**src/hdl/branch_settings.svh**
```systemverilog
`ifndef BRANCH_SETTINGS_SVH
`define BRANCH_SETTINGS_SVH

// Datapath widths
`define BR_XLEN   32
`define BR_OFFW   16
`define BR_CNTW   32
`define BR_AXI_AW 4

// Statistics register byte offsets
`define BR_REG_CTRL     4'h0
`define BR_REG_RESOLVED 4'h4
`define BR_REG_TAKEN    4'h8

// Two-operand compares
`define BR_OP_BEQ  3'd0
`define BR_OP_BNE  3'd1
`define BR_OP_BLT  3'd2
`define BR_OP_BGT  3'd3
// Tests of rs against zero
`define BR_OP_BLEZ 3'd4
`define BR_OP_BGTZ 3'd5
`define BR_OP_BLTZ 3'd6
`define BR_OP_BGEZ 3'd7

`endif

```
**src/hdl/branchPkg.sv**
```systemverilog
`default_nettype none

`include "branch_settings.svh"

package branchPkg;

    // Register operand and program counter
    typedef logic [`BR_XLEN-1:0] word_t;
    typedef logic [`BR_XLEN-1:0] pc_t;

    // Word offset as it sits in the instruction, sign bit on top
    typedef logic [`BR_OFFW-1:0] offset_t;

    typedef logic [2:0] brOp_t;

    // Statistics counters
    typedef logic [`BR_CNTW-1:0] count_t;

    typedef logic [`BR_AXI_AW-1:0] axiAddr_t;

    // Slave machine of the statistics block
    typedef enum logic [1:0] {
        stIdle,
        stWriteResp,
        stReadData
    } axiState_t;

endpackage

`default_nettype wire

```
**src/hdl/branchComparator.sv**
```systemverilog
`timescale 1ns/1ps
`default_nettype none

module branchComparator
    import branchPkg::*;
(
    input  word_t a,
    input  word_t b,
    output logic  eq,
    output logic  lt,
    output logic  gt,
    output logic  zero,
    output logic  ltz,
    output logic  gtz
);

    //////////////////////////////
    // Operand against operand
    //////////////////////////////

    // One signed compare covers all sign combinations
    always_comb begin
        eq = 1'b0;
        lt = 1'b0;
        gt = 1'b0;
        if ($signed(a) < $signed(b)) begin
            lt = 1'b1;
        end else if ($signed(a) > $signed(b)) begin
            gt = 1'b1;
        end else begin
            eq = 1'b1;
        end
    end

    //////////////////////////////
    // First operand against zero
    //////////////////////////////

    always_comb begin
        zero = 1'b0;
        ltz  = 1'b0;
        gtz  = 1'b0;
        if ($signed(a) < 0) begin
            ltz = 1'b1;
        end else if (a == '0) begin
            zero = 1'b1;
        end else begin
            gtz = 1'b1;
        end
    end

endmodule

`default_nettype wire

```
**src/hdl/branchResolve.sv**
```systemverilog
`timescale 1ns/1ps
`default_nettype none

`include "branch_settings.svh"

module branchResolve
    import branchPkg::*;
(
    input  logic    clk,
    input  logic    arstN,
    input  logic    issueValid,
    input  brOp_t   issueOp,
    input  word_t   rs,
    input  word_t   rt,
    input  pc_t     pc,
    input  offset_t offset,
    output logic    resValid,
    output logic    taken,
    output pc_t     nextPc
);

    logic flagEq;
    logic flagLt;
    logic flagGt;
    logic flagZero;
    logic flagLtz;
    logic flagGtz;
    logic cond;
    pc_t  pcPlus4;
    pc_t  branchOff;
    pc_t  target;

    branchComparator uCmp (
        .a    (rs),
        .b    (rt),
        .eq   (flagEq),
        .lt   (flagLt),
        .gt   (flagGt),
        .zero (flagZero),
        .ltz  (flagLtz),
        .gtz  (flagGtz)
    );

    // Opcode to branch condition
    always_comb begin
        case (issueOp)
            `BR_OP_BEQ:  cond = flagEq;
            `BR_OP_BNE:  cond = !flagEq;
            `BR_OP_BLT:  cond = flagLt;
            `BR_OP_BGT:  cond = flagGt;
            `BR_OP_BLEZ: cond = flagLtz || flagZero;
            `BR_OP_BGTZ: cond = flagGtz;
            `BR_OP_BLTZ: cond = flagLtz;
            `BR_OP_BGEZ: cond = !flagLtz;
            default:     cond = 1'b0;
        endcase
    end

    // Sign-extended word offset, wraps at the top of the address space
    assign pcPlus4   = pc + pc_t'(4);
    assign branchOff = {{(`BR_XLEN - `BR_OFFW - 2){offset[`BR_OFFW-1]}}, offset, 2'b00};
    assign target    = pcPlus4 + branchOff;

    always_ff @(posedge clk or negedge arstN) begin
        if (!arstN) begin
            resValid <= 1'b0;
            taken    <= 1'b0;
            nextPc   <= '0;
        end else begin
            resValid <= issueValid;
            // Result held through idle cycles
            if (issueValid) begin
                taken  <= cond;
                nextPc <= cond ? target : pcPlus4;
            end
        end
    end

endmodule

`default_nettype wire

```
**src/hdl/branchStatsRegs.sv**
```systemverilog
`timescale 1ns/1ps
`default_nettype none

`include "branch_settings.svh"

module branchStatsRegs
    import branchPkg::*;
(
    input  logic       clk,
    input  logic       arstN,
    input  logic       evValid,
    input  logic       evTaken,
    // Write address
    input  logic       awvalid,
    output logic       awready,
    input  axiAddr_t   awaddr,
    // Write data
    input  logic       wvalid,
    output logic       wready,
    input  word_t      wdata,
    // Write response
    output logic       bvalid,
    input  logic       bready,
    output logic [1:0] bresp,
    // Read address
    input  logic       arvalid,
    output logic       arready,
    input  axiAddr_t   araddr,
    // Read data
    output logic       rvalid,
    input  logic       rready,
    output word_t      rdata,
    output logic [1:0] rresp
);

    localparam logic [1:0] RespOkay = 2'b00;

    axiState_t state;
    axiState_t stateNext;
    logic      wrAccept;
    logic      rdAccept;
    logic      ctrlWrite;
    logic      clearCnt;
    logic      cntEnable;
    count_t    cntResolved;
    count_t    cntTaken;
    word_t     rdMux;

    //////////////////////////////
    // Slave handshake
    //////////////////////////////

    // Write wins a tie with a read
    assign wrAccept = (state == stIdle) && awvalid && wvalid;
    assign rdAccept = (state == stIdle) && arvalid && !wrAccept;

    assign awready = wrAccept;
    assign wready  = wrAccept;
    assign arready = rdAccept;

    assign bvalid = (state == stWriteResp);
    assign rvalid = (state == stReadData);
    assign bresp  = RespOkay;
    assign rresp  = RespOkay;

    always_comb begin
        stateNext = state;
        case (state)
            stIdle: begin
                if (wrAccept) begin
                    stateNext = stWriteResp;
                end else if (rdAccept) begin
                    stateNext = stReadData;
                end
            end
            stWriteResp: begin
                if (bready) begin
                    stateNext = stIdle;
                end
            end
            stReadData: begin
                if (rready) begin
                    stateNext = stIdle;
                end
            end
            default: stateNext = stIdle;
        endcase
    end

    always_ff @(posedge clk or negedge arstN) begin
        if (!arstN) begin
            state <= stIdle;
        end else begin
            state <= stateNext;
        end
    end

    //////////////////////////////
    // Control and counters
    //////////////////////////////

    // Counter offsets take no writes
    assign ctrlWrite = wrAccept && (awaddr == `BR_REG_CTRL);
    assign clearCnt  = ctrlWrite && wdata[1];

    always_ff @(posedge clk or negedge arstN) begin
        if (!arstN) begin
            cntEnable <= 1'b0;
        end else if (ctrlWrite) begin
            cntEnable <= wdata[0];
        end
    end

    // Clear beats counting in the same cycle
    always_ff @(posedge clk or negedge arstN) begin
        if (!arstN) begin
            cntResolved <= '0;
            cntTaken    <= '0;
        end else if (clearCnt) begin
            cntResolved <= '0;
            cntTaken    <= '0;
        end else if (cntEnable && evValid) begin
            cntResolved <= cntResolved + count_t'(1);
            if (evTaken) begin
                cntTaken <= cntTaken + count_t'(1);
            end
        end
    end

    //////////////////////////////
    // Read data
    //////////////////////////////

    // Clear bit always reads as zero
    always_comb begin
        case (araddr)
            `BR_REG_CTRL:     rdMux = {{(`BR_XLEN-1){1'b0}}, cntEnable};
            `BR_REG_RESOLVED: rdMux = cntResolved;
            `BR_REG_TAKEN:    rdMux = cntTaken;
            default:          rdMux = '0;
        endcase
    end

    // Captured at acceptance, held while rvalid waits
    always_ff @(posedge clk) begin
        if (rdAccept) begin
            rdata <= rdMux;
        end
    end

endmodule

`default_nettype wire

```
**src/hdl/branchUnitTop.sv**
```systemverilog
`timescale 1ns/1ps
`default_nettype none

module branchUnitTop
    import branchPkg::*;
(
    input  logic       clk,
    input  logic       arstN,
    // Issue
    input  logic       issueValid,
    input  brOp_t      issueOp,
    input  word_t      rs,
    input  word_t      rt,
    input  pc_t        pc,
    input  offset_t    offset,
    // Result
    output logic       resValid,
    output logic       taken,
    output pc_t        nextPc,
    // AXI4-Lite statistics port
    input  logic       awvalid,
    output logic       awready,
    input  axiAddr_t   awaddr,
    input  logic       wvalid,
    output logic       wready,
    input  word_t      wdata,
    output logic       bvalid,
    input  logic       bready,
    output logic [1:0] bresp,
    input  logic       arvalid,
    output logic       arready,
    input  axiAddr_t   araddr,
    output logic       rvalid,
    input  logic       rready,
    output word_t      rdata,
    output logic [1:0] rresp
);

    branchResolve uResolve (
        .clk        (clk),
        .arstN      (arstN),
        .issueValid (issueValid),
        .issueOp    (issueOp),
        .rs         (rs),
        .rt         (rt),
        .pc         (pc),
        .offset     (offset),
        .resValid   (resValid),
        .taken      (taken),
        .nextPc     (nextPc)
    );

    // Result port doubles as the event source
    branchStatsRegs uStats (
        .clk     (clk),
        .arstN   (arstN),
        .evValid (resValid),
        .evTaken (taken),
        .awvalid (awvalid),
        .awready (awready),
        .awaddr  (awaddr),
        .wvalid  (wvalid),
        .wready  (wready),
        .wdata   (wdata),
        .bvalid  (bvalid),
        .bready  (bready),
        .bresp   (bresp),
        .arvalid (arvalid),
        .arready (arready),
        .araddr  (araddr),
        .rvalid  (rvalid),
        .rready  (rready),
        .rdata   (rdata),
        .rresp   (rresp)
    );

endmodule

`default_nettype wire

```
**config.mk**
```make
export PLATFORM = sky130hd
export DESIGN_NAME = branchUnitTop
export DESIGN_NICKNAME = d
export VERILOG_FILES = /design/src/hdl/branchPkg.sv /design/src/hdl/branchComparator.sv /design/src/hdl/branchResolve.sv /design/src/hdl/branchStatsRegs.sv /design/src/hdl/branchUnitTop.sv
export VERILOG_INCLUDE_DIRS = /design/src /design/src/hdl
export SDC_FILE = /design/constraint.sdc
export NUM_CORES = 1
export LEC_CHECK = 0
export ABC_AREA = 1
export BUFFER_PORTS_ARGS = -buffer_cell sky130_fd_sc_hd__buf_2
export CAP_MARGIN = 40
export CORE_MARGIN = 2
export CORE_UTILIZATION = 59
export DETAILED_ROUTE_END_ITERATION = 16
export PLACE_DENSITY = 0.95
export SLEW_MARGIN = 10
export SYNTH_ARGS = -nofsm -noshare
export SYNTH_HDL_FRONTEND = slang
export SYNTH_SLANG_ARGS = --single-unit
```
**constraint.sdc**
```tcl
create_clock -name clk -period 5.6 [get_ports clk]
set_input_delay 0.84 -clock clk [delete_from_list [all_inputs] [get_ports clk]]
set_output_delay 0.84 -clock clk [all_outputs]
set_load 0.05 [all_outputs]
```
==> results.txt <==
----------------------------------------------------
[Worst setup path]
  Beginning of the worst register-to-register path ... uStats.state[1]
  Type of origin of the critical path ... input pin
  CP max stage cell ... sky130_fd_sc_hd__nor3_1
  Beginning of the critical path ... pc[14]
  Worst-path fanout max ... 6
  Data required time of the worst path ... a little under 6 ns
  Cell occurring most often along the worst timing path ... sky130_fd_sc_hd__nand2_1
  Crit path DAT ... a little over 4 ns
  Crit-path cells ... buf_2 > nand2_1 > nor2_1 > nand2_1 > nor3_1 > inv_1 > nor2_1 > xor2_1 > inv_1 > ha_1 > nand2_1 > nor3_1 > nand3_1 > nand3_1 > nand2_1 > nand2_1 > xor2_1 > inv_1 > nand2_1 > nand3_1 > nand2_1
  Setup Crit Path Kind ... input pin to flip-flop
  Critical Path End Type ... flip-flop
  Slowest cell delay on critical path ... roughly 0.48 ns

[Die]
  Initial Utilization ... between 60% and 70%
  Number of rows created at floorplan ... 47
  IO Pins ... between 200 and 250
  Die width ... 134 um
  Die height ... 134 um
  Total die area ... between 0.015 and 0.02 mm^2
  Placeable core area ... ~0.017 mm^2

[Logic synthesis]
  Largest area contributor in the netlist ... sky130_fd_sc_hd__dfrtp_1
  Yosys top cell area share ... 25.4%
  Synthesized flop and latch total ... between 100 and 150
  Cell variety after synth ... between 50 and 60
  Synth async-reset ratio ... roughly 76%
  Count of synthesis-stage warnings from yosys ... 0
  Number of instances in the synthesized netlist ... ~1400
  Synthesized area divided by synthesized cell count ... 7.20 um^2
  Register area share after synthesis ... a little over a third
  Cell area after synthesis ... between 0.009 and 0.01 mm^2
  Synth Flop Type ... sky130_fd_sc_hd__dfrtp_1
  Synth area leaders ... sky130_fd_sc_hd__dfrtp_1 25%, sky130_fd_sc_hd__nand2_1 12%, sky130_fd_sc_hd__edfxtp_1 9.7%
  Post-synth EDFFs ... 32

[Global route]
  Global-route wire length before repair ... between 40000 and 50000 um
  Congestion Overflow GR ... 0
  Initial antenna violation count ... 0
  Overall global routing resource usage ... between 30% and 40%
  Maximum number of pins on one net before global-route repair ... 56
  Via count of the first global-routing pass ... approximately 10000

[Power and ir drop]
  PwrDens ... around 310 mW/mm^2
  Total power ... between 3 and 4 mW
  Maximum ir drop on the vdd rail ... approximately 0.22 mV
  Reported leakage power ... ~6 nW

[STA]
  Final Max Tran Viols ... 0
  Total negative slack for setup checks ... 0 ns
  Least-Margin Pin Slew ... a little under 0.9 ns
  Worst slew margin ... about 40%
  Count of final setup violators ... 0
  RSZ-0062 raised after global routing ... no
  Clk_skew ... 0.0121 ns
  Final Hold Fails ... 0
  Peak Freq ... roughly 270 MHz
  Clock period minus final worst setup slack ... roughly 3.7 ns
  Final worst-path cycle share ... between 60% and 70%

[Detailed routing]
  First DRT Iteration DRCs ... about 1100
  Antenna-violating nets left ... 0
  Post-DR vias/cell ... 5.76
  Number of search-and-repair iterations in the first detailed-routing pass ... 6
  Remaining design rule violation count ... 0
  Routed length per instance ... ~16 um
  Overall via count from detail_route ... 10432
  Routed wire length ... just under 30000 um

[Finish]
  Area taken by flip-flops and latches ... between 0.003 and 0.004 mm^2
  Post-synthesis to final-layout area growth ... 18.5%
  Share of final-layout standard cells stronger than drive strength 1 ... 17.0%
  Filler cells ... around 1300
  Post-layout nets ... 1806
  Multi-input combinational cell area ... 0.00541 mm^2
  Diode count ... 0

[Placed design]
  Number of port buffers ... 203
  Weighted congestion reported at the end of routability-driven placement ... between 0.9 and 1
  Detailed placer's ending HPWL ... 21200 um

[CTS]
  Worst skew pair latency ... between 0.4 and 0.5 ns
  Cts repair resizes ... 0
  Clock tree from TritonCTS ... yes
  Deepest level of the CTS H-tree ... 4
  Setup fix buffers added after clock tree synthesis ... 0
  Maximum count of clock buffers along a single path ... 2
  Inserted Clock Buffers ... 17
  Count of hold buffers inserted by post-cts repair ... 0
  Clock root cell ... sky130_fd_sc_hd__clkbuf_16
  Number of sinks handled by clock tree synthesis ... around 130
  Clock slew seen by the registers of the worst setup and hold paths ... 0.06 ns

[Flow run]
  Maximum capacitance violations ... 0

[Hold path]
  Class of the tightest hold or removal check ... flip-flop to flip-flop
  Min-Delay Startpoint ... uResolve.nextPc[1]

[Run status]
  Result of the run ... completed

----------------------------------------------------
-- registers in the layout (all words and copies together) (netlist names) --
signal	count
uStats.rdata	32
uResolve.taken	1
uStats.state	2
uResolve.resValid	1
uResolve.nextPc	32
uStats.cntResolved	32
uStats.cntEnable	1
uStats.cntTaken	32
-- Yosys cell counts, drive strengths merged (2+ instances only) --
cell type	count
o21ai	54
o221ai	2
xnor2	21
nand4	56
or2	2
nor3	39
nor3b	3
a21o	6
a31oi	8
o22ai	31
o21bai	5
nor2	131
o31ai	4
nor4	8
edfxtp	32
a221oi	2
buf	15
nand2	311
inv	237
dfrtp	101
clkbuf	21
a21boi	2
nand3	82
ha	64
a21oi	86
a211oi	3
o21a	10
xor2	30
-- metrics by stage --
stage / std cells / util, % / hold WS [ns] / worst slack, ns / instance area [um^2]
floorplan: 1383 / - / 0.446 / 1.81 / 9950
global placement: 1778 / 67.4 / 0.455 / 1.55 / 11100
detailed placement: 1779 / 67.6 / 0.461 / 1.50 / 11200
CTS: 1811 / 71.3 / 0.477 / 1.93 / 11800
global route: 1811 / 71.3 / 0.491 / 1.58 / 11800
finish: 1811 / 71.3 / 0.470 / 1.88 / 11800
-- worst paths after layout --
path,endpoint,depth (start not counted),slack (ns)
min in group asynchronous,uStats.cntTaken[3],1,0.49
setup reg to reg,uStats.cntTaken[28],10,2.28
max in group asynchronous,uStats.cntResolved[16],2,4.00
hold reg to reg,uResolve.nextPc[1],2,0.47
hold / removal,uResolve.nextPc[1],2,0.47
setup / recovery,uResolve.nextPc[28],21,1.88
-- critical path: cells and delay by family --
kind                       cells  cell delay, ns
buffers and inverters          4            0.37
and+or+nand+nor               14            2.06
adders and majority gates      1            0.36
xor gates and xnor gates       2            0.45
-- cell families after synthesis --
| group | count (synthesis) | share of synthesized area [%] |
|---|---|---|
| other cells | 1 | 0.0377 |
| mux | 1 | 0.113 |
| xor+xnor | 51 | 4.50 |
| flops | 133 | 35.1 |
| buf+inv | 274 | 10.6 |
| simple gates | 635 | 28.5 |
| compound gates | 220 | 12.8 |
| fa+ha+maj | 65 | 8.26 |
-- power breakdown --
| group | internal, mW | switching [mW] | total, mW |
|---|---|---|---|
| clock | 0.677 | 0.485 | 1.16 |
| sequential | 1.17 | 0.116 | 1.28 |
| combinational | 0.334 | 0.880 | 1.21 |
-- layer usage --
metal  routed length, um  GRT usage [%]  part of all wire (%)  up-vias
li1                    -              -                     -     4959
met1               11300           39.3                    39     4737
met2               14100           56.4                    49      594
met3                2200           6.24                   7.6      142
met4                1320           15.9                   4.5        0
met5                   0              0                     0        -
-- area by class of cell --
type / count / share of cell area, %
inverters: 238 / 7.59
multi-input cells: 976 / 45.9
well taps: 220 / 2.34
clock inverters: 15 / 1.55
flip-flops and latches: 133 / 29.6
clock buffers: 17 / 3.61
repair buffers: 212 / 9.39
-- cells in the final DEF, fill, tap and decap left out, types with 4 or more instances in the layout --
cell / instances
sky130_fd_sc_hd__a21o_1: 6
sky130_fd_sc_hd__a21oi_1: 85
sky130_fd_sc_hd__a31oi_1: 8
sky130_fd_sc_hd__buf_2: 202
sky130_fd_sc_hd__buf_4: 9
sky130_fd_sc_hd__clkbuf_16: 17
sky130_fd_sc_hd__conb_1: 4
sky130_fd_sc_hd__dfrtp_1: 101
sky130_fd_sc_hd__edfxtp_1: 32
sky130_fd_sc_hd__ha_1: 64
sky130_fd_sc_hd__inv_1: 233
sky130_fd_sc_hd__inv_2: 4
sky130_fd_sc_hd__inv_6: 6
sky130_fd_sc_hd__inv_8: 4
sky130_fd_sc_hd__nand2_1: 309
sky130_fd_sc_hd__nand3_1: 77
sky130_fd_sc_hd__nand3_2: 4
sky130_fd_sc_hd__nand4_1: 54
sky130_fd_sc_hd__nor2_1: 125
sky130_fd_sc_hd__nor2_2: 4
sky130_fd_sc_hd__nor3_1: 37
sky130_fd_sc_hd__nor4_1: 8
sky130_fd_sc_hd__o21a_1: 10
sky130_fd_sc_hd__o21ai_0: 50
sky130_fd_sc_hd__o21ai_1: 4
sky130_fd_sc_hd__o21bai_1: 5
sky130_fd_sc_hd__o22ai_1: 31
sky130_fd_sc_hd__o31ai_1: 4
sky130_fd_sc_hd__xnor2_1: 21
sky130_fd_sc_hd__xor2_1: 30
(Power assumes the default switching activity.)
